<file path="src/verilog/isa_pkg.sv">
// Instruction set of the core: sizes, opcodes, function codes and the instruction word
// Imported by the fetch and decode stages and by the testbench reference model
package isa_pkg;

	// Datapath and storage sizes
	localparam int word_w     = 16;
	localparam int reg_addr_w = 3;
	localparam int imem_depth = 256;
	localparam int dmem_depth = 256;
	localparam int mem_addr_w = 8;

	// Field widths
	localparam int op_w  = 5;
	localparam int fn_w  = 2;
	localparam int imm_w = 5;

	// Opcodes
	localparam logic [op_w-1:0] op_halt  = 5'b00000;
	localparam logic [op_w-1:0] op_nop   = 5'b00001;
	localparam logic [op_w-1:0] op_addi  = 5'b01000;
	localparam logic [op_w-1:0] op_subi  = 5'b01001;
	localparam logic [op_w-1:0] op_xori  = 5'b01010;
	localparam logic [op_w-1:0] op_andni = 5'b01011;
	localparam logic [op_w-1:0] op_st    = 5'b10000;
	localparam logic [op_w-1:0] op_ld    = 5'b10001;
	localparam logic [op_w-1:0] op_rrr   = 5'b11011;

	// Function field of the register-register group
	localparam logic [fn_w-1:0] fn_add  = 2'b00;
	localparam logic [fn_w-1:0] fn_sub  = 2'b01;
	localparam logic [fn_w-1:0] fn_xor  = 2'b10;
	localparam logic [fn_w-1:0] fn_andn = 2'b11;

	typedef struct packed {
		logic [op_w-1:0]       opcode;
		logic [reg_addr_w-1:0] rs;
		logic [reg_addr_w-1:0] rt;
		logic [reg_addr_w-1:0] rd;
		logic [fn_w-1:0]       funct;
	} r_fmt_t;

	// Also used by LD and ST, where rd is the data register
	typedef struct packed {
		logic [op_w-1:0]       opcode;
		logic [reg_addr_w-1:0] rs;
		logic [reg_addr_w-1:0] rd;
		logic [imm_w-1:0]      imm;
	} i_fmt_t;

	typedef union packed {
		r_fmt_t r;
		i_fmt_t i;
	} instr_t;

endpackage

</file>
<file path="src/verilog/fetch.sv">
// Fetch stage with the PC, instruction memory and the fetch/decode register
// The memory is loaded through the program port while rst is held
module fetch (
	input  logic                           clk,
	input  logic                           rst,
	input  logic                           prog_we,
	input  logic [isa_pkg::mem_addr_w-1:0] prog_addr,
	input  isa_pkg::instr_t                prog_data,
	input  logic                           halt_seen,
	output logic                           fd_valid,
	output isa_pkg::instr_t                fd_instr
);
	import isa_pkg::*;

	instr_t imem [imem_depth];
	logic [mem_addr_w-1:0] pc;
	logic stopped;

	// Program load only while the core is in reset
	always_ff @(posedge clk) begin
		if (rst && prog_we) begin
			imem[prog_addr] <= prog_data;
		end
	end

	// Once a HALT or illegal op reaches decode, fetching stops for good
	always_ff @(posedge clk) begin
		if (rst) begin
			pc       <= '0;
			stopped  <= 1'b0;
			fd_valid <= 1'b0;
		end else if (stopped || halt_seen) begin
			stopped  <= 1'b1;
			fd_valid <= 1'b0;
		end else begin
			pc       <= pc + mem_addr_w'(1);
			fd_valid <= 1'b1;
		end
	end

	// Synchronous read at the current PC
	always_ff @(posedge clk) begin
		fd_instr <= imem[pc];
	end

	load_only_in_reset : assert property (
		@(posedge clk)
		prog_we |-> rst
	) else $error("fetch: program port written outside reset");

endmodule

</file>
<file path="config.mk">
export PLATFORM = sky130hd
export DESIGN_NAME = fetch
export DESIGN_NICKNAME = d
export VERILOG_FILES = /design/src/verilog/isa_pkg.sv /design/src/verilog/fetch.sv
export SDC_FILE = /design/constraint.sdc
export NUM_CORES = 2
export LEC_CHECK = 0
export ABC_AREA = 0
export BUFFER_PORTS_ARGS = -buffer_cell sky130_fd_sc_hd__buf_4
export CORE_AREA = 2 2 567 569
export CTS_CLUSTER_SIZE = 30
export DETAILED_ROUTE_END_ITERATION = 16
export DIE_AREA = 0 0 569 571
export GPL_TIMING_DRIVEN = 0
export PLACE_DENSITY = 0.74
export RECOVER_POWER = 25
export REMOVE_ABC_BUFFERS = 1
export SYNTH_ARGS = -nofsm -noshare
export SYNTH_HDL_FRONTEND = slang
export SYNTH_SLANG_ARGS = --single-unit
export TNS_END_PERCENT = 20
</file>
<file path="constraint.sdc">
create_clock -name clk -period 2.4 [get_ports clk]
set_input_delay 0.12 -clock clk [delete_from_list [all_inputs] [get_ports clk]]
set_output_delay 0.12 -clock clk [all_outputs]
set_load 0.05 [all_outputs]
</file>
* Word-level counts from Yosys, hierarchy flattened *
Memory sizes are Yosys's and may differ from the RTL's. A register that Yosys moved wholly into a read port is not among the register bits.
Cells that the tools add are included.

storage, ports and cells
  register bits after elaboration = 10
  word-level logic and storage cells = 10
  output and inout bits = 17
  memory bits (writable) = 4096
  bits of input ports = 28
  memories kept = 1

memory list
  name  depth  bits a word  read ports  clocked after Yosys merged registers in  wr ports  RTL line     source
  imem  256    16           1           1                                        1         fetch.sv:15  instr_t imem [imem_depth];

operators by class
  muxes and demuxes = 3
  reduce and logical (&&, ||, !) cells = 2
  $add $sub $neg = 1

operators by type and width
  kind                 number
  $add 8x1->8 const B  1
  $mux 1               3
  $logic_and 1x1->1    1
  $logic_or 1x1->1     1

* Longest topological paths before layout *
  depth after elaboration = 3
  mapped depth = 14
  mapped depth without buffers = 7

* Worst setup path after synthesis *
No wires, ideal clock.

  kind = register -> register
  from = register pc[0]
  to = register fd_instr[9] in the netlist's numbering (read register of imem)
  period minus slack after synthesis = 2.634 ns
  cell stages (with the launch flop) = 9
  path slack = -0.234 ns
  setup time = 0.130 ns
  data required time = 2.270 ns
  arrival time = 2.504 ns
  buffers on the path = 3
  cell sequence = dfxtp_1 > buf_6 > buf_8 > buf_2 > mux4_2 > mux4_2 > o22a_1 > o311ai_1 > o31ai_1

RTL lines
  element                 RTL line     source
  start, declared         fetch.sv:16  logic [mem_addr_w-1:0] pc;
  start signal, assigned  fetch.sv:36  pc <= pc + mem_addr_w'(1);
  end, declared           fetch.sv:11  output isa_pkg::instr_t fd_instr

==> flow_summary.yaml <==
grt:
  grt_pass1_vias: 85900
  gr-total-overflow: 0
  grt_max_degree: 157
  grt_pass1_wl_mm: 688
  track_usage_pct: 30.6
  antenna_found_initial: 26
floorplanning:
  num_rows: 208
  io_pins: 45
  die_w_um: 569
  die_area_um2: 325000
  initial_utilization_pct: 49.8
  core_um2: 319000
  die_h_um: 571
cells_and_area:
  syn_to_final_growth_pct: 19.2
  seq_area_um2: 124000
  nets: 7921
  instances_no_fill: 12400
  final_layout_size_suffix_gt1_share_pct: 33.1
  multi_input_area_um2: 35000
  nFillCells: 20500
sta:
  rsz0062_at_grt: "true"
  fin_ws_ps: -1480
  tns_ps: -258260
  final_max_slew_viol_count: 1710
  period_needed_ps: 3880
  hold_ws_ps: 13.7
  finalCritPeriodShare_pct: 162
  fmax_mhz: 258
  hold_viol: 0
  finalSetupViolations: 1791
  worst_pin_slew_ps: 2820
  skew_ps: 61.0
  relSlewSlack_pct: -88.1
synth:
  async_flop_share_pct: 0
  synth_most_common_cell: "edfxtp_1"
  netlist.area_leader.share_pct: 77.4
  synth.ff_latch_count: 4122
  seq_area_frac_synth_pct: 77.7
  synth_edf_count: 4096
  yosys_warnings: 0
  synth_area_per_cell_um2: 22.2
  syn_inst: 7167
  synthFlopType: "edfxtp_1"
  synthTopCellsByCount: "4096 x edfxtp_1, 952 x mux4_2, 429 x mux2i_1, 319 x nor2_1, 161 x a21oi_1"
  synth_area_leaders: "edfxtp_1 77%, mux4_2 13%, mux2i_1 2.7%"
  ys_types: 71
  synth_area_leader_cell: "edfxtp_1"
  synth_area_um2: 159000
run:
  drv_cap: 15
power:
  p_int_mw: 120
  max-vdd-ir-drop_mv: 0.761
  power_density_nw_per_um2: 812
  p_sw_mw: 33.9
  leakagePower_nw: 58.9
  seq_power_share_pct: 51.6
  pwr-share-clk_pct: 41.3
  finalPower_mw: 154
  switching_share_pct: 22.0
  combPwrFrac_pct: 7.1
setup_path:
  start_kind: "register"
  worst_ep_required_time_ps: 3180
  critical_path_buf_inv_count: 3
  critPathKind: "reg -> reg"
  critPathTopFamily: "compound AO/OA/AOI/OAI gates"
  cp_max_fo: 21
  crit_path_end_kind: "register"
  cp_slowest_cell: "a221oi_1"
  crit_chain: "buf_16 -> buf_6 -> bufbuf_16 -> mux4_2 -> a22o_1 -> a221oi_1 -> a211oi_2 -> a211oi_4 -> o32ai_4"
  cp-startpoint: "pc[0]$_SDFFE_PP0P_"
  critical_path_arrival_ps: 4660
  max_stage_delay_ps: 610
  r2r_start: "pc[0]$_SDFFE_PP0P_"
cts:
  cts_tree: "yes"
  htreeDepth: 5
  cts_buffer_depth: 4
  clock_latency_ps: 940
  cts_sinks: 4122
  numCtsBuffers: 403
  clk_pin_slew_worst_paths_ps: 70
  root_buffer: "clkbuf_16"
worst_hold_path:
  hp-start: "prog_addr[2]"
  hp-class: "in -> reg"
routing:
  vias: 87300
  wl_per_cell_um: 40.7
  via_per_inst: 7.02
  drt_iter0_drc: 16100
  ant_nets: 0
  drt-total-wl_mm: 506
  dr.pass1.iters: 7
  route.detailed.drc: 0
run_status:
  violations: "max-capacitance violations, max-slew violations, negative setup slack"
  status: "finished, violations left"
place:
  gp_congestion: 0.834
  dp_hpwl_mm: 260
  dp_cells: 11400
  io_buffers: 44
-- tightest hold or removal path, delay by kind of cell --
kind,cells,cell delay (ps)
simple gates,3,490
buf+inv,1,130
-- power groups by stage --
stage               registers, mW  clock network (mW)  logic, mW
floorplan                    81.2                   0       5.65
global placement             81.4                   0       7.60
detailed placement           80.9                   0       8.31
CTS                          79.3                62.8       10.3
global route                 79.3                65.8       11.1
finish                       79.4                63.4       10.9
-- through the flow --
step	util, %	cell area [um^2]	setup WS (ps)
2_1_floorplan	-	156000	-51030
3_3_place_gp	50.7	162000	-116430
3_5_place_dp	53.2	170000	-3660
4_1_cts	59.1	189000	-1200
5_1_grt	59.3	189000	-1350
6_report	59.3	189000	-1480
-- path summary, 6_finish.rpt --
path	to	slack, ps	cells after the start
min	imem[200][6]$_DFFE_PP_	10	4
max reg2reg	fd_instr[12]$_DFF_P_	-1480	9
max	fd_instr[12]$_DFF_P_	-1480	9
min reg2reg	pc[1]$_SDFFE_PP0P_	670	2
-- layer usage --
metal | share of wire, % | track usage [%]
met1 | 31 | 37.5
met2 | 46 | 46.5
met3 | 15 | 10.1
met4 | 8.3 | 20.3
met5 | 0.096 | 0.118
-- cell type report --
cell class                      instances  share of cell area [%]
Sequential cell                      4122                    65.3
Clock buffer                          493                    5.56
Multi-Input combinational cell       2610                    18.5
Tap cell                             4200                    2.78
Antenna cell                           22                  0.0291
Clock inverter                        241                    1.27
Timing Repair Buffer                  744                    6.55
Inverter                                9                  0.0410
Timing Repair inverter                  2                 0.00925
-- flip-flops by register name (all words and copies together), names as in the netlist --
name	flops
fd_instr	16
fd_valid	1
pc	8
stopped	1
imem	4096
-- cell families after synthesis --
kind of cell,Yosys count,share of synthesized area (%)
buffers and inverters,435,1.69
multiplexers,1398,16.3
adder cells (fa/ha/maj),1,0.00787
AO/OA/AOI/OAI,621,2.69
AND/OR/NAND/NOR,586,1.54
flip-flops,4122,77.7
XOR/XNOR,4,0.0220
-- layout by cell type, fill, tap and decap left out, types with 17 or more instances in the layout --
cell	netlist	routed
buf_6	60	32
nand4_1	17	17
nor2_2	0	237
clkinv_1	3	91
o22ai_1	41	38
dlygate4sd3_1	0	31
a221oi_1	87	69
o21ai_0	64	46
clkinv_2	0	72
bufbuf_16	0	65
buf_8	13	219
nand2_1	148	126
bufinv_16	0	41
clkbuf_1	144	85
buf_12	5	52
nor2_1	319	51
nand3_1	34	18
mux2i_1	429	411
a21oi_2	0	17
a22oi_1	48	43
nor2_4	0	31
clkbuf_16	0	412
buf_4	59	190
o211ai_1	25	25
edfxtp_1	4096	4096
o221ai_1	49	44
o21ai_1	23	23
diode_2	0	22
buf_16	0	132
a21oi_1	161	138
mux4_2	952	952
dfxtp_1	26	18
-- repair_timing --
| item | 4_1_cts | 5_1_grt |
|---|---|---|
| cloned | 85 | 6 |
| buffers inserted | 171 | 41 |
| pin swaps | 54 | 38 |
| endpoints found under the hold margin | 1866 | 2 |
| endpoints found under the setup margin | 3932 | 1450 |
| hold buffers | 31 | 1 |
| gates resized for setup | 279 | 93 |
(Power assumes the default switching activity.)
