**config.mk**
```make
export PLATFORM = sky130hd
export DESIGN_NAME = decode
export DESIGN_NICKNAME = d
export VERILOG_FILES = /design/src/verilog/isa_pkg.sv /design/src/verilog/pipe_pkg.sv /design/src/verilog/decode.sv
export SDC_FILE = /design/constraint.sdc
export NUM_CORES = 1
export LEC_CHECK = 0
export ABC_CLOCK_PERIOD_IN_PS = 2800
export BUFFER_PORTS_ARGS = -buffer_cell sky130_fd_sc_hd__buf_2
export CAP_MARGIN = 20
export CORE_MARGIN = 2
export CORE_UTILIZATION = 50
export DETAILED_ROUTE_END_ITERATION = 16
export GPL_TIMING_DRIVEN = 0
export PLACE_DENSITY = 0.67
export SYNTH_ARGS = -nofsm -noshare
export SYNTH_HDL_FRONTEND = slang
export SYNTH_SLANG_ARGS = --single-unit
export TNS_END_PERCENT = 20
```
**constraint.sdc**
```tcl
create_clock -name clk -period 2.8 [get_ports clk]
set_clock_uncertainty 0.2 [all_clocks]
set_input_delay 0.14 -clock clk [delete_from_list [all_inputs] [get_ports clk]]
set_output_delay 0.14 -clock clk [all_outputs]
set_load 0.005 [all_outputs]
```
**src/verilog/isa_pkg.sv**
```systemverilog
// Instruction set of the core: sizes, opcodes, function codes and the instruction word
// Imported by the fetch and decode stages and by the testbench reference model
package isa_pkg;

	// Datapath and storage sizes
	localparam int word_w     = 16;
	localparam int reg_addr_w = 3;
	localparam int imem_depth = 256;
	localparam int dmem_depth = 256;
	localparam int mem_addr_w = 8;

	// Field widths
	localparam int op_w  = 5;
	localparam int fn_w  = 2;
	localparam int imm_w = 5;

	// Opcodes
	localparam logic [op_w-1:0] op_halt  = 5'b00000;
	localparam logic [op_w-1:0] op_nop   = 5'b00001;
	localparam logic [op_w-1:0] op_addi  = 5'b01000;
	localparam logic [op_w-1:0] op_subi  = 5'b01001;
	localparam logic [op_w-1:0] op_xori  = 5'b01010;
	localparam logic [op_w-1:0] op_andni = 5'b01011;
	localparam logic [op_w-1:0] op_st    = 5'b10000;
	localparam logic [op_w-1:0] op_ld    = 5'b10001;
	localparam logic [op_w-1:0] op_rrr   = 5'b11011;

	// Function field of the register-register group
	localparam logic [fn_w-1:0] fn_add  = 2'b00;
	localparam logic [fn_w-1:0] fn_sub  = 2'b01;
	localparam logic [fn_w-1:0] fn_xor  = 2'b10;
	localparam logic [fn_w-1:0] fn_andn = 2'b11;

	typedef struct packed {
		logic [op_w-1:0]       opcode;
		logic [reg_addr_w-1:0] rs;
		logic [reg_addr_w-1:0] rt;
		logic [reg_addr_w-1:0] rd;
		logic [fn_w-1:0]       funct;
	} r_fmt_t;

	// Also used by LD and ST, where rd is the data register
	typedef struct packed {
		logic [op_w-1:0]       opcode;
		logic [reg_addr_w-1:0] rs;
		logic [reg_addr_w-1:0] rd;
		logic [imm_w-1:0]      imm;
	} i_fmt_t;

	typedef union packed {
		r_fmt_t r;
		i_fmt_t i;
	} instr_t;

endpackage

```
**src/verilog/pipe_pkg.sv**
```systemverilog
// Encodings carried between the pipeline stages
// Decode produces them, execute and result consume them
package pipe_pkg;

	// ALU operation, A is the rs operand and B the immediate or rt operand
	typedef enum logic [1:0] {
		// A + B, also the LD/ST address
		alu_add     = 2'b00,
		// B - A, so SUBI gives immediate minus rs
		alu_sub_rev = 2'b01,
		alu_xor     = 2'b10,
		// A and not B
		alu_andn    = 2'b11
	} alu_op_t;

	// Source of the value written back to the register file
	typedef enum logic {
		res_alu = 1'b0,
		// Data memory read at the ALU address
		res_mem = 1'b1
	} res_src_t;

endpackage

```
**src/verilog/decode.sv**
```systemverilog
// Decode stage: instruction decode, register file with write bypass,
// and the decode/execute register
module decode (
	input  logic                           clk,
	input  logic                           rst,
	input  logic                           fd_valid,
	input  isa_pkg::instr_t                fd_instr,
	input  logic                           wb_en,
	input  logic [isa_pkg::reg_addr_w-1:0] wb_reg,
	input  logic [isa_pkg::word_w-1:0]     wb_data,
	output logic                           halt_seen,
	output logic                           dx_valid,
	output pipe_pkg::alu_op_t              dx_alu_op,
	output logic [isa_pkg::word_w-1:0]     dx_a,
	output logic [isa_pkg::word_w-1:0]     dx_b,
	output logic [isa_pkg::word_w-1:0]     dx_st_data,
	output logic [isa_pkg::reg_addr_w-1:0] dx_rs,
	output logic                           dx_rt_used,
	output logic [isa_pkg::reg_addr_w-1:0] dx_rt,
	output logic [isa_pkg::reg_addr_w-1:0] dx_dest,
	output logic                           dx_reg_we,
	output logic                           dx_mem_we,
	output pipe_pkg::res_src_t             dx_res_src,
	output logic                           dx_halt,
	output logic                           dx_illegal,
	output logic                           dx_use_imm
);
	import isa_pkg::*;
	import pipe_pkg::*;

	logic [word_w-1:0] regs [2**reg_addr_w];
	logic [reg_addr_w-1:0] rs_sel, rt_sel, dest_sel;
	logic [word_w-1:0] imm_sext, imm_zext, imm_val, rd_a, rd_b;
	logic dec_use_imm, dec_rt_used, dec_reg_we, dec_mem_we, dec_halt, dec_illegal;
	alu_op_t dec_alu_op;
	res_src_t dec_res_src;

	assign imm_sext = {{(word_w-imm_w){fd_instr.i.imm[imm_w-1]}}, fd_instr.i.imm};
	assign imm_zext = {{(word_w-imm_w){1'b0}}, fd_instr.i.imm};

	// Opcode picks the instruction format
	always_comb begin
		rs_sel      = fd_instr.i.rs;
		rt_sel      = fd_instr.i.rd;
		dest_sel    = fd_instr.i.rd;
		imm_val     = imm_sext;
		dec_alu_op  = alu_add;
		dec_res_src = res_alu;
		dec_use_imm = 1'b1;
		dec_rt_used = 1'b0;
		dec_reg_we  = 1'b0;
		dec_mem_we  = 1'b0;
		dec_halt    = 1'b0;
		dec_illegal = 1'b0;
		case (fd_instr.r.opcode)
			op_halt: dec_halt = 1'b1;
			op_nop: begin
			end
			op_addi: dec_reg_we = 1'b1;
			op_subi: begin
				dec_alu_op = alu_sub_rev;
				dec_reg_we = 1'b1;
			end
			op_xori: begin
				dec_alu_op = alu_xor;
				imm_val    = imm_zext;
				dec_reg_we = 1'b1;
			end
			op_andni: begin
				dec_alu_op = alu_andn;
				imm_val    = imm_zext;
				dec_reg_we = 1'b1;
			end
			// Store data comes from the rd field
			op_st: begin
				dec_rt_used = 1'b1;
				dec_mem_we  = 1'b1;
			end
			op_ld: begin
				dec_res_src = res_mem;
				dec_reg_we  = 1'b1;
			end
			op_rrr: begin
				rs_sel      = fd_instr.r.rs;
				rt_sel      = fd_instr.r.rt;
				dest_sel    = fd_instr.r.rd;
				dec_use_imm = 1'b0;
				dec_rt_used = 1'b1;
				dec_reg_we  = 1'b1;
				case (fd_instr.r.funct)
					fn_add:  dec_alu_op = alu_add;
					fn_sub:  dec_alu_op = alu_sub_rev;
					fn_xor:  dec_alu_op = alu_xor;
					fn_andn: dec_alu_op = alu_andn;
				endcase
			end
			default: dec_illegal = 1'b1;
		endcase
	end

	assign halt_seen = fd_valid && (dec_halt || dec_illegal);

	// Register file, a write in this cycle is seen by this cycle's reads
	always_ff @(posedge clk) begin
		if (rst) begin
			for (int i = 0; i < 2**reg_addr_w; i++) begin
				regs[i] <= '0;
			end
		end else if (wb_en) begin
			regs[wb_reg] <= wb_data;
		end
	end

	assign rd_a = (wb_en && wb_reg == rs_sel) ? wb_data : regs[rs_sel];
	assign rd_b = (wb_en && wb_reg == rt_sel) ? wb_data : regs[rt_sel];

	always_ff @(posedge clk) begin
		if (rst) begin
			dx_valid   <= 1'b0;
			dx_reg_we  <= 1'b0;
			dx_mem_we  <= 1'b0;
			dx_halt    <= 1'b0;
			dx_illegal <= 1'b0;
		end else begin
			dx_valid   <= fd_valid;
			dx_reg_we  <= fd_valid && dec_reg_we;
			dx_mem_we  <= fd_valid && dec_mem_we;
			dx_halt    <= fd_valid && dec_halt;
			dx_illegal <= fd_valid && dec_illegal;
		end
	end

	// Operands and register indices
	always_ff @(posedge clk) begin
		dx_alu_op  <= dec_alu_op;
		dx_a       <= rd_a;
		dx_b       <= dec_use_imm ? imm_val : rd_b;
		dx_st_data <= rd_b;
		dx_rs      <= rs_sel;
		dx_rt      <= rt_sel;
		dx_rt_used <= dec_rt_used;
		dx_dest    <= dest_sel;
		dx_res_src <= dec_res_src;
		dx_use_imm <= dec_use_imm;
	end

	// Fetch must have stopped, so nothing that writes follows a halt
	no_write_after_halt : assert property (
		@(posedge clk) disable iff (rst)
		halt_seen |-> ##2 !(dx_valid && dx_reg_we)
	) else $error("decode: register write decoded after halt_seen");

endmodule

```
# Word-level counts from Yosys, hierarchy flattened
# Memories as Yosys holds them, arrays and structs flattened.
# Index checks and enable logic that the tools add are counted.
# word_totals
word_cells	66
regBits	67
output_inout_bits	68
in_bits	39
mem_count	1
ramBits	128
# op_classes
reduce_logical	15
n_mux	22
n_eq_ne	13
# mem_list
memory	words	width	read_ports	rd_clocked_by_memory_dff	wr	line	text
regs	8	16	2	0	8	decode.sv:31	logic [word_w-1:0] regs [2**reg_addr_w];
# op_table
cell	n
$mux W16	5
$eq A5 B4 Y1 const B	4
$pmux W2 S4	2
$reduce_or A16 Y1	1
$eq A5 B5 Y1 const B	3
$mux W1	13
$reduce_or A9 Y1	1
$logic_and A1 B1 Y1	7
$eq A3 B3 Y1	2
$mux W3	2
$reduce_or A6 Y1	1
$eq A5 B1 Y1 const B	1
$logic_not A5 Y1	1
$eq A2 B2 Y1 const B	2
$reduce_or A2 Y1	2
$eq A2 B1 Y1 const B	1
$logic_not A2 Y1	1
$logic_or A1 B1 Y1	1

# Depth between registers and ports, before layout
# Gate-level depths: netlist of the first run.
# depth
depth_word	5
mapped_depth	7
ltp_nobuf	4

# Least setup slack after synthesis of the first run
# No wires, ideal clock.
# synth_path
path_kind	input to register
startpoint	input port fd_instr[7] in the netlist's numbering
endpoint	register dx_b[0] in the netlist's numbering
t_required_ns	2.479
cell_stages	6
arrival_time_ns	1.782
setup_slack_ns	0.697
cell_sequence	clkbuf_1 -> clkbuf_1 -> mux4_2 -> mux2_2 -> mux2_2 -> mux2_2
# synth_via
elab_chain_len	4
word_cells_on_any_way	5
# synth_rtl
element	line	text
from (decl)	decode.sv:7	input isa_pkg::instr_t fd_instr,
parallel branches: the longest is 2 deep, another holds $mem_v2 Z8 W16	-	
$mux W16 (*)	decode.sv:115	assign rd_b = (wb_en && wb_reg == rt_sel) ? wb_data : regs[rt_sel];
via rd_b[0]	decode.sv:33	logic [word_w-1:0] imm_sext, imm_zext, imm_val, rd_a, rd_b;
$mux W16 (*)	decode.sv:137	dx_b <= dec_use_imm ? imm_val : rd_b;
to (signal assigned)	decode.sv:137	
to (decl)	decode.sv:15	output logic [isa_pkg::word_w-1:0] dx_b,
# Mark *: on every way through the listed nets, which the timed path passes.
# A chain may end at the register's enable or synchronous reset.

# Final worst setup path of the first run
# layout_path
startpoint	input port fd_instr[8] in the netlist's numbering
endpoint	register dx_a[6] in the netlist's numbering
# layout_via
elab_chain_len	3
word_cells_on_any_way	4
# layout_rtl
element	line	text
parallel branches: the longest is 2 deep, another holds $mem_v2 Z8 W16	-	
$mux W16 (*)	decode.sv:114	assign rd_a = (wb_en && wb_reg == rs_sel) ? wb_data : regs[rs_sel];
via rd_a[6]	decode.sv:33	
to (signal assigned)	decode.sv:136	dx_a <= rd_a;
to (decl)	decode.sv:14	output logic [isa_pkg::word_w-1:0] dx_a,
# Marked as above.

==> summary.txt, run 1 <==
Status -> complete, no violations
Max IR drop VDD -> 371.9 uV
Gpl congestion -> 0.8547
Post-route ant nets -> 0
Synth warn -> 0
Reg2Reg Setup Slack -> 0.68 ns
Syn Inst Count -> 591
Hold crit path type -> in2reg
Final HPWL DP -> 14900 um
Total global-route track usage -> 0.2590
CP peak stage delay -> 0.52 ns
Register area share after synthesis -> 0.5819
Tmin final -> 2.495 ns
Top post-synthesis cells by area -> edfxtp_1, dfxtp_1, mux4_2
Die area -> 18910 um2
Final Setup Violations -> 0
IO Pins -> 107
DR pass1 iterations -> 7
Cell variety after synth -> 35
Synthesized flop and latch total -> 195
Placeable core area -> 17360 um2
Worst-Margin Slew -> 1.117 ns
Grt total ovfl -> 0
Synth cell count leaders -> and2_1, edfxtp_1, dfxtp_1
RSZ-0062 raised after global routing -> false
Setup CP Type -> in2reg
ANT cells -> 0
Htree depth -> 4
Primary FF master, synth -> edfxtp_1
Critical Path AT -> 2.64 ns
CP Max Fanout -> 10
Max_slew headroom -> 0.2493
Total CTS buffers -> 17
Yosys top cell area share -> 0.4313
Vias -> 5757
Nets -> 788
Vias in the first global route -> 5747
Max-Cap Viols -> 0
Routed length per instance -> 23.71 um
CTS Buffer Depth -> 2
Worst skew pair latency -> 0.44 ns
Initial Utilization -> 0.5134
Die X -> 137.5 um
Placement Rows -> 48
Count of final hold-check violations -> 0
Initial antenna violation count -> 0
Syn avg cell area -> 15.08 um2
Die height -> 137.5 um
Routed WL -> 23400 um
CP required -> 2.95 ns
F_max -> 0.4009 GHz
Max Slew Vio Count -> 0
Number of synthesized flops with an enable pin -> 128
Net Count, Synth -> 630
1st-iter DRT viols -> 517
Clock sinks -> 195
CP startpoint kind -> input port
First-pass GRT wire length -> 34340 um
DRC viols -> 0
Final Power -> 6702 uW
Vias per Instance -> 5.833
Util after Layout -> 0.6155
Period Utilization, post-route -> 0.8909
Leak -> 0.004099 uW
Worst-path cell chain -> dlygate4sd3_1 > buf_2 > clkbuf_1 > clkbuf_4 > xnor2_1 > nand4_1 > clkbuf_2 > a21oi_1
TNS Setup -> 0 ns
Syn-to-layout area delta -> 19.88%
I/O Buffers -> 101
Root buf cell -> clkbuf_16
Worst path slowest cell -> dlygate4sd3_1
Worst-path clk slew -> 0.07 ns
Cell taking the most area after synthesis -> edfxtp_1
Post-CTS Setup Repair Bufs -> 0
Share of cells above drive strength 1 -> 0.3425
Post-synthesis async set-or-reset flop share -> 0
Cell Pwr Density -> 627.4 nW/um2
Crit path capture type -> flop
Cell area after synthesis -> 8911 um2
CTS tree -> built
Largest net degree at the start of global routing -> 19
==> report_power, final <==
group | internal [uW] | switching (uW) | total [uW]
Clock | 1350 | 1150 | 2500
Sequential | 3290 | 90.1 | 3380
Combinational | 426 | 402 | 828
==> cells by family (layout without fill, tap and decap cells) <==
logic type,Yosys count,in the layout,share of synthesized area
DFF,195,195,0.5819
buffers and inverters,42,213,0.02359
and+or+nand+nor,191,191,0.1250
AOI/OAI and AO/OA,37,37,0.02836
xor gates and xnor gates,6,6,0.005897
muxes,120,120,0.2353
==> area by class of cell <==
type | instances | area [um2]
clock inverter | 14 | 168.9
tap | 225 | 281.5
buffer | 40 | 209.0
sequential | 195 | 5185
timing repair buffer | 139 | 885.9
fill | 1291 | 6674
multi-input combinational | 354 | 3516
clock buffer | 18 | 429.2
inverter | 2 | 7.507
==> timing repair <==
item                                   CTS  global route
resized for setup                        0             7
hold buffers                            38             0
setup endpoints to repair                0            16
endpoints found under the hold margin  185             0
==> through the flow <==
step | std cells | area (um2) | worst slack, ns | hold slack, ns
2_1_floorplan | 591 | 8911 | 0.6970 | -0.03228
3_3_place_gp | 917 | 9698 | -0.03510 | 0.05721
3_5_place_dp | 917 | 9698 | -0.02123 | 0.05903
4_1_cts | 987 | 10680 | 0.04265 | 0.05338
5_1_grt | 987 | 10680 | 0.09020 | 0.1069
6_report | 987 | 10680 | 0.3054 | 0.08360
==> flip-flops by register name, summed over array words and instances (netlist names) <==
signal	count
dx_reg_we	1
dx_rt_used	1
dx_use_imm	1
dx_valid	1
dx_mem_we	1
dx_rt	3
dx_halt	1
dx_a	16
dx_res_src	1
dx_dest	3
dx_illegal	1
dx_alu_op	2
dx_b	16
dx_st_data	16
regs	128
dx_rs	3
==> placed cells by master (no fill, tap or decap), types with 7 or more instances in the layout <==
cell type      synthesis  routed
and2_1               128     128
edfxtp_1             128     128
buf_2                  5     105
dfxtp_1               67      67
mux4_2                54      54
mux2_2                38      38
dlygate4sd3_1          0      38
nor2_1                28      28
clkbuf_1              29      27
a21oi_1               20      20
clkbuf_16              0      17
mux2i_1               16      16
a21bo_2               11      11
mux4_1                10      10
or2_2                  8       8
nand2_1                7       7
==> layer usage <==
layer	vias up	global-route usage	wire length [um]
met5	-	0	0
met4	0	0.08648	426
met3	36	0.04525	1745
met2	317	0.4397	11800
met1	2873	0.3391	9426
li1	2531	-	-
==> worst paths after layout <==
kind,start,endpoint,cells after the start
max,fd_instr[8],dx_a[6],8
min,wb_en,dx_a[15],4
max reg2reg,regs[1][3],dx_b[3],4
min reg2reg,regs[6][1],dx_a[1],3
==> critical path, delay by kind of cell <==
family | cells | cell delay [ns]
compound gates | 1 | 0.28
xor+xnor | 1 | 0.17
buf+inv | 5 | 1.73
simple gates | 1 | 0.30
Note: power is estimated with default switching activity, not from simulation.
==> run 2, diff against run 1 <==
ABC_CLOCK_PERIOD_IN_PS = 2740   (was 2800)
CORE_UTILIZATION = 46   (was 50)
PLACE_DENSITY = 0.62   (was 0.67)
clock period = 2.74 ns   (was 2.8 ns; I/O delays follow)
==> run 2 against run 1 <==
Design area fell by 0.15%. Final cell count up 3.4%. Routed wire length grew 2.1%. Total power is essentially flat. Sequential power increased by 2%. Sequential share of layout area increased by 0.074 points. Global-route usage is 1.4 points lower. Non-clock buffer count is 1 lower. Flip-flop and latch count unchanged. Utilization decreased by 4.9 points. Clock-buffer cell count is 1 lower. Critical path type unchanged. Critical endpoint is now dx_a[4].
==> summary.txt, run 2 (synthesis gave the netlist of run 1 again) <==
Status -> complete, no violations
Routed length per instance -> 23.41 um
Worst-path clk slew -> 0.07 ns
RSZ-0062 raised after global routing -> false
Largest Register -> regs
Syn-to-layout area delta -> 19.70%
Die X -> 143.2 um
DR pass1 iterations -> 6
I/O Buffers -> 101
Cell Pwr Density -> 628.3 nW/um2
Final HPWL DP -> 15240 um
Commonest cells after routing, fill and taps aside -> and2_1, edfxtp_1, buf_2
Nets -> 787
Worst-Margin Slew -> 1.119 ns
Max reg flops -> 128
CP required -> 2.91 ns
Period Utilization, post-route -> 0.9401
1st-iter DRT viols -> 485
CTS Buffer Depth -> 2
Post-layout instance count excluding filler cells -> 1021
CP Max Fanout -> 10
Max IR drop VDD -> 387.7 uV
IO Pins -> 107
Htree depth -> 4
Worst skew pair latency -> 0.45 ns
Post-CTS Setup Repair Bufs -> 0
Largest net degree at the start of global routing -> 18
Cells after DPL -> 953
Total CTS buffers -> 17
Vias -> 5683
Count of final hold-check violations -> 0
Grt total ovfl -> 0
First-pass GRT wire length -> 35490 um
Die height -> 143.2 um
Max_slew headroom -> 0.2483
Hold crit path type -> in2reg
Vias per Instance -> 5.566
DRC viols -> 0
Routed WL -> 23900 um
F_max -> 0.3882 GHz
ANT cells -> 0
Vias in the first global route -> 5826
Critical Path AT -> 2.75 ns
Total global-route track usage -> 0.2455
Final Setup Violations -> 0
Clock sinks -> 195
Filler cell count -> 1515
Post-route ant nets -> 0
Initial Utilization -> 0.4732
Placement Rows -> 50
Setup CP Type -> in2reg
Leak -> 0.004062 uW
Die area -> 20500 um2
CP startpoint kind -> input port
Max Slew Vio Count -> 0
CTS tree -> built
Crit path capture type -> flop
Initial antenna violation count -> 1
Hold path cells -> 4
Placeable core area -> 18830 um2
Util after Layout -> 0.5664
Gpl congestion -> 0.8767
Worst slack, placed -> -0.1243 ns
Worst setup margin -> 0.1642 ns
Root buf cell -> clkbuf_16
Share of cells above drive strength 1 -> 0.3377
Tmin final -> 2.576 ns
FF-to-FF path depth -> 4
Max-Cap Viols -> 0
TNS Setup -> 0 ns
-- run 2: cell types whose count changed in the layout (fill, tap and decap cells not counted), moves of 2 or more --
cell,previous run,this run
inv_8,4,1
dlygate4sd3_1,38,36
clkinvlp_4,2,4
clkinv_1,0,3
clkbuf_1,27,29
clkbuf_2,3,0
-- run 2: through the flow --
stage | total power [uW] | cell area [um2] | hold slack (ns)
floorplan | 3965 | 8911 | -0.03528
global placement | 4294 | 9742 | 0.05399
detailed placement | 4316 | 9749 | 0.05513
CTS | 6730 | 10670 | 0.03679
global route | 6922 | 10670 | 0.1232
finish | 6702 | 10670 | 0.07468
-- run 2: metal layers --
layer	global-route usage	part of all wire
met1	0.3221	0.41
met5	0	0.00054
met4	0.07400	0.015
met3	0.04427	0.071
met2	0.4180	0.50
-- run 2: final cells by class --
cell class                 instances  area, um2  area share
inverter                           2      7.507   0.0007038
multi-input combinational        354       3516      0.3296
clock inverter                    15      131.4     0.01232
buffer                            40      202.7     0.01900
timing repair buffer             138      873.3     0.08188
clock buffer                      17      425.4     0.03988
tap                              260      325.3     0.03050
sequential                       195       5185      0.4861
-- run 2: worst paths after layout --
kind           startpoint       end  slack (ns)
max          fd_instr[10]   dx_a[4]        0.16
min                 wb_en  dx_a[15]        0.07
max reg2reg    regs[1][3]   dx_b[3]        0.64
min reg2reg    regs[0][1]   dx_a[1]        0.59
-- run 2: critical path, cell delays in order --
cell           delay [ns]
dlygate4sd3_1        0.53
buf_2                0.11
clkbuf_1             0.58
xnor2_1              0.14
nand4_1              0.28
clkbuf_1             0.66
nor2_1               0.11
a21oi_1              0.19
-- run 2: what timing repair did --
| action | in CTS | in global routing |
|---|---|---|
| resized for setup | 0 | 0 |
| hold buffers | 36 | 0 |
| endpoints found under the hold margin | 188 | 0 |
-- run 2: report_power, final --
group	leakage [uW]	internal, uW	switching (uW)
Combinational	0.00201	434	416
Sequential	0.00179	3360	84.8
Clock	0.000261	1260	1150
