--- src/verilog/isa_pkg.sv ---
// Instruction set of the core: sizes, opcodes, function codes and the instruction word
// Imported by the fetch and decode stages and by the testbench reference model
package isa_pkg;

	// Datapath and storage sizes
	localparam int word_w     = 16;
	localparam int reg_addr_w = 3;
	localparam int imem_depth = 256;
	localparam int dmem_depth = 256;
	localparam int mem_addr_w = 8;

	// Field widths
	localparam int op_w  = 5;
	localparam int fn_w  = 2;
	localparam int imm_w = 5;

	// Opcodes
	localparam logic [op_w-1:0] op_halt  = 5'b00000;
	localparam logic [op_w-1:0] op_nop   = 5'b00001;
	localparam logic [op_w-1:0] op_addi  = 5'b01000;
	localparam logic [op_w-1:0] op_subi  = 5'b01001;
	localparam logic [op_w-1:0] op_xori  = 5'b01010;
	localparam logic [op_w-1:0] op_andni = 5'b01011;
	localparam logic [op_w-1:0] op_st    = 5'b10000;
	localparam logic [op_w-1:0] op_ld    = 5'b10001;
	localparam logic [op_w-1:0] op_rrr   = 5'b11011;

	// Function field of the register-register group
	localparam logic [fn_w-1:0] fn_add  = 2'b00;
	localparam logic [fn_w-1:0] fn_sub  = 2'b01;
	localparam logic [fn_w-1:0] fn_xor  = 2'b10;
	localparam logic [fn_w-1:0] fn_andn = 2'b11;

	typedef struct packed {
		logic [op_w-1:0]       opcode;
		logic [reg_addr_w-1:0] rs;
		logic [reg_addr_w-1:0] rt;
		logic [reg_addr_w-1:0] rd;
		logic [fn_w-1:0]       funct;
	} r_fmt_t;

	// Also used by LD and ST, where rd is the data register
	typedef struct packed {
		logic [op_w-1:0]       opcode;
		logic [reg_addr_w-1:0] rs;
		logic [reg_addr_w-1:0] rd;
		logic [imm_w-1:0]      imm;
	} i_fmt_t;

	typedef union packed {
		r_fmt_t r;
		i_fmt_t i;
	} instr_t;

endpackage

--- src/verilog/pipe_pkg.sv ---
// Encodings carried between the pipeline stages
// Decode produces them, execute and result consume them
package pipe_pkg;

	// ALU operation, A is the rs operand and B the immediate or rt operand
	typedef enum logic [1:0] {
		// A + B, also the LD/ST address
		alu_add     = 2'b00,
		// B - A, so SUBI gives immediate minus rs
		alu_sub_rev = 2'b01,
		alu_xor     = 2'b10,
		// A and not B
		alu_andn    = 2'b11
	} alu_op_t;

	// Source of the value written back to the register file
	typedef enum logic {
		res_alu = 1'b0,
		// Data memory read at the ALU address
		res_mem = 1'b1
	} res_src_t;

endpackage

--- src/verilog/execute.sv ---
// Execute stage: forwarding from the result stage, ALU,
// and the execute/result register
module execute (
	input  logic                           clk,
	input  logic                           rst,
	input  logic                           dx_valid,
	input  pipe_pkg::alu_op_t              dx_alu_op,
	input  logic [isa_pkg::word_w-1:0]     dx_a,
	input  logic [isa_pkg::word_w-1:0]     dx_b,
	input  logic [isa_pkg::word_w-1:0]     dx_st_data,
	input  logic [isa_pkg::reg_addr_w-1:0] dx_rs,
	input  logic                           dx_rt_used,
	input  logic [isa_pkg::reg_addr_w-1:0] dx_rt,
	input  logic [isa_pkg::reg_addr_w-1:0] dx_dest,
	input  logic                           dx_reg_we,
	input  logic                           dx_mem_we,
	input  pipe_pkg::res_src_t             dx_res_src,
	input  logic                           dx_halt,
	input  logic                           dx_illegal,
	input  logic                           dx_use_imm,
	input  logic                           wb_en,
	input  logic [isa_pkg::reg_addr_w-1:0] wb_reg,
	input  logic [isa_pkg::word_w-1:0]     wb_data,
	output logic                           xr_valid,
	output logic [isa_pkg::word_w-1:0]     xr_alu,
	output logic [isa_pkg::word_w-1:0]     xr_st_data,
	output logic [isa_pkg::reg_addr_w-1:0] xr_dest,
	output logic                           xr_reg_we,
	output logic                           xr_mem_we,
	output pipe_pkg::res_src_t             xr_res_src,
	output logic                           xr_halt,
	output logic                           xr_illegal
);
	import isa_pkg::*;
	import pipe_pkg::*;

	logic fwd_rs, fwd_rt;
	logic [word_w-1:0] op_a, op_b, st_data, alu_out;

	assign fwd_rs = wb_en && wb_reg == dx_rs;
	assign fwd_rt = wb_en && dx_rt_used && wb_reg == dx_rt;

	// Immediate operand is never replaced
	assign op_a    = fwd_rs ? wb_data : dx_a;
	assign op_b    = (fwd_rt && !dx_use_imm) ? wb_data : dx_b;
	assign st_data = fwd_rt ? wb_data : dx_st_data;

	always_comb begin
		case (dx_alu_op)
			alu_add:     alu_out = op_a + op_b;
			alu_sub_rev: alu_out = op_b - op_a;
			alu_xor:     alu_out = op_a ^ op_b;
			alu_andn:    alu_out = op_a & ~op_b;
		endcase
	end

	always_ff @(posedge clk) begin
		if (rst) begin
			xr_valid   <= 1'b0;
			xr_reg_we  <= 1'b0;
			xr_mem_we  <= 1'b0;
			xr_halt    <= 1'b0;
			xr_illegal <= 1'b0;
		end else begin
			xr_valid   <= dx_valid;
			xr_reg_we  <= dx_reg_we;
			xr_mem_we  <= dx_mem_we;
			xr_halt    <= dx_halt;
			xr_illegal <= dx_illegal;
		end
	end

	always_ff @(posedge clk) begin
		xr_alu     <= alu_out;
		xr_st_data <= st_data;
		xr_dest    <= dx_dest;
		xr_res_src <= dx_res_src;
	end

	store_or_write : assert property (
		@(posedge clk) disable iff (rst)
		!(xr_mem_we && xr_reg_we)
	) else $error("execute: store and register write in the same instruction");

endmodule

--- config.mk ---
export PLATFORM = sky130hd
export DESIGN_NAME = execute
export DESIGN_NICKNAME = d
export VERILOG_FILES = /design/src/verilog/isa_pkg.sv /design/src/verilog/pipe_pkg.sv /design/src/verilog/execute.sv
export SDC_FILE = /design/constraint.sdc
export NUM_CORES = 1
export LEC_CHECK = 0
export BUFFER_PORTS_ARGS = -buffer_cell sky130_fd_sc_hd__buf_2
export CORE_ASPECT_RATIO = 1.5
export CORE_UTILIZATION = 31
export DETAILED_ROUTE_END_ITERATION = 6
export SLEW_MARGIN = 25
export SYNTH_ARGS = -nofsm -noshare
export SYNTH_HDL_FRONTEND = slang
export SYNTH_SLANG_ARGS = --single-unit
export TNS_END_PERCENT = 20
--- constraint.sdc ---
create_clock -name clk -period 6.8 [get_ports clk]
set_clock_uncertainty 0.15 [all_clocks]
set_input_delay 1.36 -clock clk [delete_from_list [all_inputs] [get_ports clk]]
set_output_delay 1.36 -clock clk [all_outputs]
set_load 0.05 [all_outputs]
# --- Yosys cells after proc, flatten, opt, wreduce, memory -nomap -nowiden ---
# Index checks and enable logic that the tools add are counted.
# W data, S select, Z words.
op_classes:
  n_addsub: 2
  multipliers: 0
  div: 0
  magnitude_cmp: 0
  eq_ne: 5
  n_shift: 0
  n_mux: 4
  n_bitwise: 3
  reduce_logical: 6
op_table:
  columns: ["cell", "count"]
  rows:
  - ["$pmux W16 S4", 1]
  - ["$mux W16", 3]
  - ["$add A16 B16 Y16", 1]
  - ["$and A16 B16 Y16", 1]
  - ["$not A16 Y16", 1]
  - ["$sub A16 B16 Y16", 1]
  - ["$xor A16 B16 Y16", 1]
  - ["$eq A3 B3 Y1", 2]
  - ["$eq A2 B2 Y1 const B", 2]
  - ["$logic_and A1 B1 Y1", 4]
  - ["$eq A2 B1 Y1 const B", 1]
  - ["$logic_not A2 Y1", 1]
  - ["$logic_not A1 Y1", 1]
totals:
  ff_bits: 41
  latchBits: 0
  ram_bits: 0
  mem_bits_ro: 0
  output_inout_bits: 41
  elab_cells: 29
  mem_count: 0

# --- Logic depth before layout (Yosys ltp) ---
# Gate-level depths: netlist of run 1.
depth:
  depth_word: 7
  mapped_depth: 15

# --- Worst setup path before layout of run 1 ---
# OpenSTA, ideal clock, no wires.
synth_path:
  kind: "input to register"
  from: "in wb_reg[0] (netlist name)"
  to: "reg xr_alu[12] (netlist name)"
  setup_time_ns: 0.095
  arrival_time_ns: 5.041
  required_time_ns: 6.555
  path_slack_ns: 1.514
  cell_stages: 15
  path_cell_list: "xor2_1 > nor4_4 > nor2b_1 > buf_4 > buf_1 > mux2i_1 > ha_1 > fa_1 > nor2b_1 > o21ai_0 > a21oi_1 > and3b_1 > o311a_1 > or2_2 > a221oi_1"
synth_via:
  elab_chain_cells: 7
synth_rtl:
  columns: ["item", "line_no", "rtl"]
  rows:
  - ["start, declared", "execute.sv:22", "input logic [isa_pkg::reg_addr_w-1:0] wb_reg,"]
  - ["parallel branches: the longest is 6 deep, another holds $sub A16 B16 Y16", null, null]
  - ["$pmux W16 S4 (*)", "execute.sv:49", "case (dx_alu_op)"]
  - ["named net alu_out[12]", "execute.sv:38", "logic [word_w-1:0] op_a, op_b, st_data, alu_out;"]
  - ["end signal, assigned", "execute.sv:74", "xr_alu <= alu_out;"]
  - ["end, declared", "execute.sv:25", "output logic [isa_pkg::word_w-1:0] xr_alu,"]
# Mark *: on every way through the listed nets, which the timed path passes.
# A chain may end at the register's enable or synchronous reset.

# --- Worst setup path in the final report of run 1 ---
# Same ends and word-level chain as after synthesis.

==> results.md, run 1 <==
* Outcome: finished, final reports clean
* Count of mapped cells out of synthesis at between 300 and 400
* Static power due to leakage at between 0.002 and 0.0025 uW
* Fill count at between 1000 and 1500
* Required time of the worst setup path at about 6.9 ns
* Setup repair after global routing missed its margin: no
* First-pass GRT wire length at about 15000 um
* Core area at roughly 10000 sq um
* Start-to-end type of the worst setup path: primary input to flop
* Largest fanout of any net on the critical path at 17
* Initial DRT Pass Iterations at 4
* Tot GR Track Use at between 15 and 20%
* Synthesis-stage register bit count at 41
* Effective utilization at floorplan at about a third
* Wire length after detailed routing at roughly 9200 um
* Post-CTS Hold Fix Bufs at 0
* Clock root buffer: sky130_fd_sc_hd__clkbuf_16
* Mean area per synthesized cell at ~9 sq um
* Number of vias per cell at roughly 4.8
* Clock tree from TritonCTS: done
* Number of buffers inserted by post-CTS setup repair at 0
* Average detailed-routed wire length per instance at between 10 and 15 um
* Max-slew headroom at between 40% and 50%
* Number of sinks on the clock net at 41
* Count of pins on the block boundary at 130
* Number of failing hold endpoints at the final stage at 0
* Synth-to-Final Area Change at 29.82%
* GRT Residual Overflow at 0
* Detailed router's first-iteration violation count at 138
* Register area at slightly above 800 sq um
* Post-place instance area at between 4000 and 5000 sq um
* Fraction of the yosys area taken by sequential cells at between 20% and 30%
* Warnings from Yosys at 0
* Final standard cell area without fillers at between 4000 and 5000 sq um
* Crit share post-route at 78.61%
* Via count of the first global-routing pass at around 3100
* Number of max-cap violations at 0
* Final nets at 619
* Number of nets with antenna violations after routing at 0
* Post-synth net total at between 400 and 500
* Quantity of gates resized following cts at 0
* Post-synthesis instance area at ~3300 sq um
* Antenna violations before repair at 0
* Number of buffers inserted by port buffering at approximately 130
* Critical path endpoint category: flop
* Total Negative Setup Slacks at 0 ns
* Post-synth top flop: sky130_fd_sc_hd__dfxtp_1
* Num CTS Buffers at 5
* Worst vdd ir at between 90 and 100 uV
* Achievable clock frequency at between 150 and 200 MHz
* Transition time of the tightest slew-check pin at approximately 0.75 ns
* Maximum clock insertion buffer count at 2
* Clock-pin transition on the worst setup and hold timing paths at about 0.060 ns
* Number of rows in the core area at between 40 and 50
* Asr flop ratio synth at 0%
* Worst min-delay path category: primary input to flop
* Final weighted congestion in routability-driven placement at ~0.83
* Die H at between 100 and 150 um
* Die outline area at between 10000 and 15000 sq um
* CTS H-tree depth at 2
* Proportion of layout cells with a drive suffix above 1 at about a third
* Width of the chip at about 86 um
* Pin count of the biggest net entering global routing at 38
* Power per Cell Area at between 200 and 250 nW/um^2
* Setup crit start kind: primary input
* Number of enable flip-flop cells after synthesis at 0
* Count of inserted antenna diode cells at 0
* Post-synthesis cell type count at 49
* Layout Utilization at 41.47%
* Post-DP HPWL at 7385 um
* Via count at 3091
* # setup viols final at 0
* DRC at 0
* Final slew viol count at 0
* Signal arrival time at the worst endpoint at around 5.4 ns
* Tmin final at 5.346 ns
* Area occupied by multi-input gates at approximately 2200 sq um
## worst max-delay path, cell delays in order
cell                       delay, ns
sky130_fd_sc_hd__buf_2          0.12
sky130_fd_sc_hd__xor2_1         0.18
sky130_fd_sc_hd__nor4_4         0.27
sky130_fd_sc_hd__buf_4          0.30
sky130_fd_sc_hd__nor2b_2        0.68
sky130_fd_sc_hd__mux2i_1        0.22
sky130_fd_sc_hd__ha_1           0.26
sky130_fd_sc_hd__fa_1           0.41
sky130_fd_sc_hd__nor2b_1        0.13
sky130_fd_sc_hd__o21ai_0        0.11
sky130_fd_sc_hd__a21oi_1        0.20
sky130_fd_sc_hd__and3b_1        0.24
sky130_fd_sc_hd__o311a_1        0.39
sky130_fd_sc_hd__or2_2          0.30
sky130_fd_sc_hd__a221oi_1       0.25
## cells in the final DEF, fill, tap and decap left out, types with 7 or more instances in the layout
cell / Yosys / layout
sky130_fd_sc_hd__nand2_1: 25 / 25
sky130_fd_sc_hd__nor3_1: 14 / 14
sky130_fd_sc_hd__a211oi_1: 7 / 7
sky130_fd_sc_hd__inv_1: 35 / 35
sky130_fd_sc_hd__a21oi_1: 10 / 10
sky130_fd_sc_hd__xnor2_1: 22 / 22
sky130_fd_sc_hd__buf_2: 0 / 129
sky130_fd_sc_hd__mux2_2: 29 / 29
sky130_fd_sc_hd__nor2_1: 16 / 16
sky130_fd_sc_hd__o21ai_0: 18 / 18
sky130_fd_sc_hd__mux2i_1: 31 / 31
sky130_fd_sc_hd__dfxtp_1: 41 / 41
sky130_fd_sc_hd__ha_1: 31 / 31
sky130_fd_sc_hd__nor2b_1: 13 / 12
## path summary, 6_finish.rpt
kind                  startpoint          to  cells past startpoint
worst min-delay path  dx_res_src  xr_res_src                      1
worst max-delay path   wb_reg[0]  xr_alu[12]                     15
## cells by family (layout without fill, tap and decap cells)
family,after synthesis,in the layout,share of synthesized area [%]
flip-flops,41,41,25.21
multiplexers,61,61,19.91
adder cells (fa/ha/maj),32,32,12.53
XOR/XNOR,29,29,8.263
AND/OR/NAND/NOR,100,100,16.22
AO/OA/AOI/OAI,60,60,12.11
buffers and inverters,49,176,5.765
## metrics by stage
step | hold slack [ns] | cells | setup slack, ns | total power, uW
5_1_grt | 1.011 | 640 | 1.175 | 1019
2_1_floorplan | 1.238 | 372 | 1.514 | 581.5
3_3_place_gp | 1.315 | 632 | 1.301 | 685.2
4_1_cts | 1.018 | 640 | 1.455 | 972.1
3_5_place_dp | 1.314 | 632 | 1.172 | 689.6
6_report | 1.024 | 640 | 1.454 | 962.1
## routing by layer
metal	vias to the layer above	GRT usage (%)	part of all wire (%)
met3	15	2.907	4.4
met5	-	0	0
met4	0	7.745	2.6
met1	1414	18.32	40
li1	1572	-	-
met2	90	31.62	53
## where the power goes
part           switching (uW)  total (uW)  internal (uW)
clock                    94.7         278            183
combinational             261         404            143
sequential               8.29         280            272
## cell type report
| type | instances | area share, % |
|---|---|---|
| Multi-Input combinational cell | 282 | 53.23 |
| Sequential cell | 41 | 19.42 |
| Timing Repair Buffer | 133 | 15.99 |
| Inverter | 35 | 3.108 |
| Clock inverter | 1 | 0.7105 |
| Clock buffer | 7 | 3.375 |
| Tap cell | 141 | 4.174 |
## synth_stat cells, types with 13 or more instances
library cell,count,area share [%]
sky130_fd_sc_hd__dfxtp_1,41,25
sky130_fd_sc_hd__inv_1,35,4.0
sky130_fd_sc_hd__ha_1,31,12
sky130_fd_sc_hd__mux2i_1,31,9.5
sky130_fd_sc_hd__mux2_2,29,10
sky130_fd_sc_hd__nand2_1,25,2.9
sky130_fd_sc_hd__xnor2_1,22,5.9
sky130_fd_sc_hd__o21ai_0,18,2.8
sky130_fd_sc_hd__nor2_1,16,1.8
sky130_fd_sc_hd__nor3_1,14,2.2
sky130_fd_sc_hd__nor2b_1,13,2.5
## flip-flops by register name (all words and copies together), names as in the netlist
| signal | flops |
|---|---|
| xr_valid | 1 |
| xr_illegal | 1 |
| xr_mem_we | 1 |
| xr_halt | 1 |
| xr_res_src | 1 |
| xr_st_data | 16 |
| xr_reg_we | 1 |
| xr_alu | 16 |
| xr_dest | 3 |
No activity file was read; power rests on OpenSTA's default activity.
==> inputs of run 2 (changes only) <==
==> constraint.sdc (replaced) <==
create_clock -name clk -period 4.8 [get_ports clk]
set_clock_uncertainty 0.15 [all_clocks]
set_input_delay 0.96 -clock clk [delete_from_list [all_inputs] [get_ports clk]]
set_output_delay 0.96 -clock clk [all_outputs]
set_load 0.05 [all_outputs]
==> run 2 against run 1 <==
Critical path depth unchanged. Wire length decreased by 2.7%. Sequential power is 42% higher. Setup slack got worse by 1.0 ns. Flip-flop and latch count is the same. Clock power grew 13%. Worst hold slack got worse by 0.40 ns. Core utilization hardly changed. Count of clock-buffer cells in the layout is 2 lower. Non-clock buffer count is 5 higher. Highest routed layer unchanged.
==> results.md, run 2 (synthesis gave the netlist of run 1 again) <==
* Outcome: finished, final reports clean
* # setup viols final at 0 (unchanged)
* Tmin final at approximately 4.4 ns
* First-pass GRT wire length at 14130 um (-2.8%)
* Average detailed-routed wire length per instance at 13.87 um (-3.1%)
* Transition time of the tightest slew-check pin at 0.6712 ns (-0.08152 ns)
* Number of failing hold endpoints at the final stage at 0 (unchanged)
* Most common cell after layout, fill and taps aside: sky130_fd_sc_hd__buf_2
* Number of buffers inserted by post-CTS setup repair at 0 (unchanged)
* Initial DRT Pass Iterations at 4 (unchanged)
* Setup crit start kind: primary input
* Dpl ws at 0.1487 ns (-1.023 ns)
* Largest fanout of any net on the critical path at 8 (-9)
* Area occupied by multi-input gates at 2250 sq um (unchanged)
* Proportion of layout cells with a drive suffix above 1 at 35.46% (+0.59 points)
* Start-to-end type of the worst setup path: primary input to flop
* Crit path setup slack, layout at 0.4373 ns (-1.017 ns)
* Via count at 3079 (-0.39%)
* Clock-pin transition on the worst setup and hold timing paths at 0.06 ns (about the same)
* Register area at 820.8 sq um (unchanged)
* Synth-to-Final Area Change at 29.67%
* Number of vias per cell at 4.788 (-0.85%)
* Number of sinks on the clock net at 41 (unchanged)
* Worst vdd ir at 163.0 uV (+80%)
* Critical-path cell with the highest stage delay: sky130_fd_sc_hd__o311a_1
* Number of rows in the core area at 45 (unchanged)
* Tot GR Track Use at 16.55% (-0.40 points)
* Clock tree from TritonCTS: done
* Worst min-delay path category: primary input to flop
* Worst-path cell chain: buf_2, xor2_1, nor4_4, nor2b_2, buf_4, mux2i_1, inv_1, ha_1, nor2b_1, o21ai_0, a21oi_1, and3b_1, o311a_1, or2_2, a221oi_1
* Num CTS Buffers at 5 (unchanged)
* Commonest non-fill, non-tap cells in the layout: sky130_fd_sc_hd__buf_2 (129), sky130_fd_sc_hd__dfxtp_1 (41), sky130_fd_sc_hd__inv_1 (35), sky130_fd_sc_hd__mux2i_1 (31), sky130_fd_sc_hd__ha_1 (31)
* Number of nets with antenna violations after routing at 0 (unchanged)
* Post-CTS Hold Fix Bufs at 0 (unchanged)
* Count of inserted antenna diode cells at 0 (unchanged)
* Static power due to leakage at 0.002029 uW (+0.29%)
* Worst stage delay on the critical path at 0.38 ns (-0.30 ns)
* Effective utilization at floorplan at 31.95% (unchanged)
* Final nets at 624 (+0.81%)
* Final slew viol count at 0 (unchanged)
* Core area at 10190 sq um (unchanged)
* Number of buffers inserted by port buffering at 129 (unchanged)
* Antenna violations before repair at 0 (unchanged)
* Number of max-cap violations at 0 (unchanged)
* Achievable clock frequency at between 200 and 250 MHz
* Fill count at 1039 (+0.39%)
* CTS H-tree depth at 2 (unchanged)
* Max-slew headroom at 54.84% (+5.2 points)
* Critical path endpoint category: flop
* Crit share post-route at about nine tenths
* Signal arrival time at the worst endpoint at 4.40 ns (-0.99 ns)
* Via count of the first global-routing pass at 3088 (-0.80%)
* Post-DP HPWL at 7374 um (-0.14%)
* GRT Residual Overflow at 0 (unchanged)
* Quantity of gates resized following cts at 0 (unchanged)
* Wire length after detailed routing at 8918 um (-2.7%)
* Die outline area at 10920 sq um (unchanged)
* Width of the chip at 85.68 um (unchanged)
* Count of pins on the block boundary at 130 (unchanged)
* Setup repair after global routing missed its margin: no
* Die H at 127.5 um (unchanged)
* Clock root buffer: sky130_fd_sc_hd__clkbuf_16
* Biggest registers after layout: xr_alu x16, xr_st_data x16, xr_dest x3
* Final weighted congestion in routability-driven placement at 0.8198 (-1.8%)
* Total Negative Setup Slacks at 0 ns (unchanged)
* DRC at 0 (unchanged)
* Power per Cell Area at 303.6 nW/um^2 (+33%)
* Required time of the worst setup path at 4.84 ns (-2.01 ns)
* Detailed router's first-iteration violation count at 92 (-33%)
* Maximum clock insertion buffer count at 2 (unchanged)
* Pin count of the biggest net entering global routing at 37 (-2.6%)
## run 2: cell count changes in the layout (fill, tap and decap cells not counted), sizes merged
cell / previous run / this run
buf: 133 / 138
clkbuf: 7 / 5
bufinv: 1 / 0
clkinv: 0 / 1
## run 2: power breakdown
| part | switching (uW) | internal [uW] |
|---|---|---|
| clock | 128 | 186 |
| sequential | 12.6 | 386 |
| combinational | 366 | 204 |
| total | 507 | 775 |
## run 2: path summary, 6_finish.rpt
check         end  slack (ns)  cells after the start  startpoint
min    xr_dest[0]        0.63                      1  dx_dest[0]
max    xr_alu[12]        0.44                     15   wb_reg[0]
## run 2: critical path, delay by kind of cell
kind | cells | cell delay, ns
buf+inv | 3 | 0.42
simple gates | 5 | 1.24
compound gates | 4 | 0.98
fa+ha+maj | 1 | 0.34
mux | 1 | 0.27
xor+xnor | 1 | 0.18
## run 2: cell type report
type,count,share of cell area [%]
repair buffers,138,16.89
clock inverters,1,0.1186
flip-flops and latches,41,19.44
inverters,35,3.112
multi-input cells,282,53.29
clock buffers,5,2.964
well taps,141,4.179
## run 2: through the flow
step	total power [uW]	utilization, %	std cells	hold slack (ns)	instance area, sq um
final	1282	41.42	643	0.6278	4222
after global routing	1368	41.42	643	0.6192	4222
after CTS	1303	41.42	643	0.6187	4222
after detailed placement	979.0	40.15	637	0.9144	4091
after global placement	974.4	40.15	637	0.9145	4091
after floorplan	823.9	-	372	0.8377	3257
## run 2: per-layer routing
layer / GRT usage, % / up-vias / share of wire (%)
met5: 0 / - / 0
met1: 16.95 / 1384 / 39
met2: 31.58 / 97 / 54
met4: 7.451 / 0 / 2.2
li1: - / 1580 / -
met3: 3.488 / 18 / 4.9
==> inputs of run 3 (changes only) <==
--- a/config.mk
+++ b/config.mk
@@ -7,6 +7,7 @@
 export LEC_CHECK = 0
 export BUFFER_PORTS_ARGS = -buffer_cell sky130_fd_sc_hd__buf_2
 export CORE_ASPECT_RATIO = 1.5
+export CORE_MARGIN = 8
 export CORE_UTILIZATION = 31
 export DETAILED_ROUTE_END_ITERATION = 6
 export SLEW_MARGIN = 25
==> run 3 against run 2 <==
Count of clock-buffer cells in the layout is 1 higher. Global-route usage is 2.4 points lower. Critical path depth stayed put. Cell count is 0.62% higher. Die area is 29% higher. Power is 2.2% higher.
==> results.md, run 3 (synthesis gave the netlist of run 1 again) <==
* Outcome: finished, final reports clean
* Critical path endpoint category: flop
* Average detailed-routed wire length per instance at 15.40 um (+11%)
* Core area at 10420 sq um (+2.2%)
* Final worst hold slack at 0.6233 ns (-0.004490 ns)
* CTS H-tree depth at 2 (unchanged)
* Setup repair after global routing missed its margin: no
* Number of instances in the placed design at 640 (+0.47%)
* Width of the chip at 99.68 um (+16%)
* Clock tree from TritonCTS: done
* Crit share post-route at 90.54% (-0.35 points)
* Routed metal-1 wire length at 3753 um (+7.5%)
* Number of buffers inserted by post-CTS setup repair at 0 (unchanged)
* # setup viols final at 0 (unchanged)
* Worst min-delay path category: primary input to flop
* Pin count of the biggest net entering global routing at 37 (unchanged)
* Clock root buffer: sky130_fd_sc_hd__clkbuf_16
* Worst-path cell chain: buf_2, xor2_1, nor4_4, nor2b_2, buf_4, mux2i_1, inv_1, ha_1, nor2b_1, o21ai_0, a21oi_1, and3b_1, o311a_1, or2_2, a221oi_1
* Number of vias per cell at 4.813 (+0.51%)
* Start-to-end type of the worst setup path: primary input to flop
* GRT Residual Overflow at 0 (unchanged)
* Final nets at 624 (unchanged)
* Met3 wire length at 602 um (+37%)
* Clock-pin transition on the worst setup and hold timing paths at 0.07 ns (about the same)
* Max-slew headroom at 51.40% (-3.4 points)
* Post-DP HPWL at 8389 um (+14%)
* Uppermost layer routed: met4
* Signal arrival time at the worst endpoint at 4.40 ns (about the same)
* Number of buffers inserted by port buffering at 129 (unchanged)
* Maximum clock insertion buffer count at 2 (unchanged)
* DRC at 0 (unchanged)
* Met2 Wirelength at 5303 um (+11%)
* Via count of the first global-routing pass at 3291 (+6.6%)
* Count of pins on the block boundary at 130 (unchanged)
* Number of failing hold endpoints at the final stage at 0 (unchanged)
* Required time of the worst setup path at 4.85 ns (about the same)
* Setup crit start kind: primary input
* Power per Cell Area at 309.0 nW/um^2 (+1.8%)
* Post-CTS Hold Fix Bufs at 0 (unchanged)
* Via count at 3114 (+1.1%)
* Synth-to-Final Area Change at 30.28%
* Number of max-cap violations at 0 (unchanged)
* Static power due to leakage at 0.002032 uW (+0.17%)
* Largest fanout of any net on the critical path at 8 (unchanged)
* Post-layout power at 1311 uW (+2.2%)
* Quantity of gates resized following cts at 0 (unchanged)
* Transition time of the tightest slew-check pin at 0.7223 ns (+0.05115 ns)
* First-pass GRT wire length at 15960 um (+13%)
* Commonest non-fill, non-tap cells in the layout: sky130_fd_sc_hd__buf_2 (129), sky130_fd_sc_hd__dfxtp_1 (41), sky130_fd_sc_hd__inv_1 (35), sky130_fd_sc_hd__mux2i_1 (31), sky130_fd_sc_hd__ha_1 (31)
* Die outline area at 14110 sq um (+29%)
* Final weighted congestion in routability-driven placement at 0.8473 (+3.4%)
* Total Negative Setup Slacks at 0 ns (unchanged)
* Biggest registers after layout: xr_alu x16, xr_st_data x16, xr_dest x3
* Final slew viol count at 0 (unchanged)
* Number of nets with antenna violations after routing at 0 (unchanged)
* Detailed router's first-iteration violation count at 79 (-14%)
* Critical path buffer and inverter count at 3 (unchanged)
* Wire length after detailed routing at 9965 um (+12%)
* Fill count at 1067 (+2.7%)
* Antenna violations before repair at 0 (unchanged)
* Most common cell after layout, fill and taps aside: sky130_fd_sc_hd__buf_2
* Critical-path cell with the highest stage delay: sky130_fd_sc_hd__o311a_1
* Count of inserted antenna diode cells at 0 (unchanged)
* Worst stage delay on the critical path at 0.39 ns (about the same)
* Min-Delay Path Depth at 1 (unchanged)
* Post-place instance area at 4095 sq um (about the same)
* Num CTS Buffers at 5 (unchanged)
* Cell type group with the largest total delay on the critical path: simple AND/OR/NAND/NOR gates
* Finished Layout Cells at 647 (+0.62%)
* Final standard cell area without fillers at 4242 sq um (+0.47%)
* Proportion of layout cells with a drive suffix above 1 at 35.59% (+0.13 points)
* Achievable clock frequency at 230.1 MHz (+0.39%)
* Tmin final at 4.346 ns (-0.01683 ns)
* Effective utilization at floorplan at 31.25% (-0.69 points)
* Initial DRT Pass Iterations at 4 (unchanged)
* Number of rows in the core area at 46 (+2.2%)
* Logic depth of the worst setup path including buffers at 15 (unchanged)
* Worst vdd ir at 119.7 uV (-27%)
* Number of sinks on the clock net at 41 (unchanged)
* Tot GR Track Use at 14.18% (-2.4 points)
* Die H at 141.5 um (+11%)
[run 3: cell count changes in the layout (fill, tap and decap cells not counted), sizes merged]
cell	previous run	this run
clkinv	1	0
clkbuf	5	6
clkinvlp	0	1
[run 3: cell type report]
type	count	area, sq um	area share (%)
clock inverters	1	7.507	0.1770
flip-flops and latches	41	820.8	19.35
inverters	35	131.4	3.097
repair buffers	138	713.2	16.81
multi-input cells	282	2250	53.04
well taps	144	180.2	4.248
clock buffers	6	138.9	3.274
[run 3: path summary, 6_finish.rpt]
| kind | start | endpoint |
|---|---|---|
| hold / removal | dx_dest[1] | xr_dest[1] |
| setup / recovery | wb_reg[0] | xr_alu[12] |
[run 3: metal layers]
metal  global-route usage (%)  vias to the layer above
met4                    6.725                        0
met2                    26.68                       94
met3                    3.727                       21
met1                    13.86                     1420
li1                         -                     1579
met5                        0                        -
[run 3: through the flow]
step                      utilization [%]  worst slack [ns]
final                               40.72            0.4541
after global routing                40.72           0.08036
after CTS                           40.72            0.4356
after detailed placement            39.31            0.1378
after global placement              39.31            0.2547
after floorplan                         -            0.1760
[run 3: power breakdown]
| group | internal [uW] | switching, uW | leakage [uW] |
|---|---|---|---|
| sequential | 385 | 11.2 | 0.000345 |
| combinational | 204 | 370 | 0.00162 |
| clock | 204 | 137 | 0.0000690 |
| total | 793 | 518 | 0.00203 |
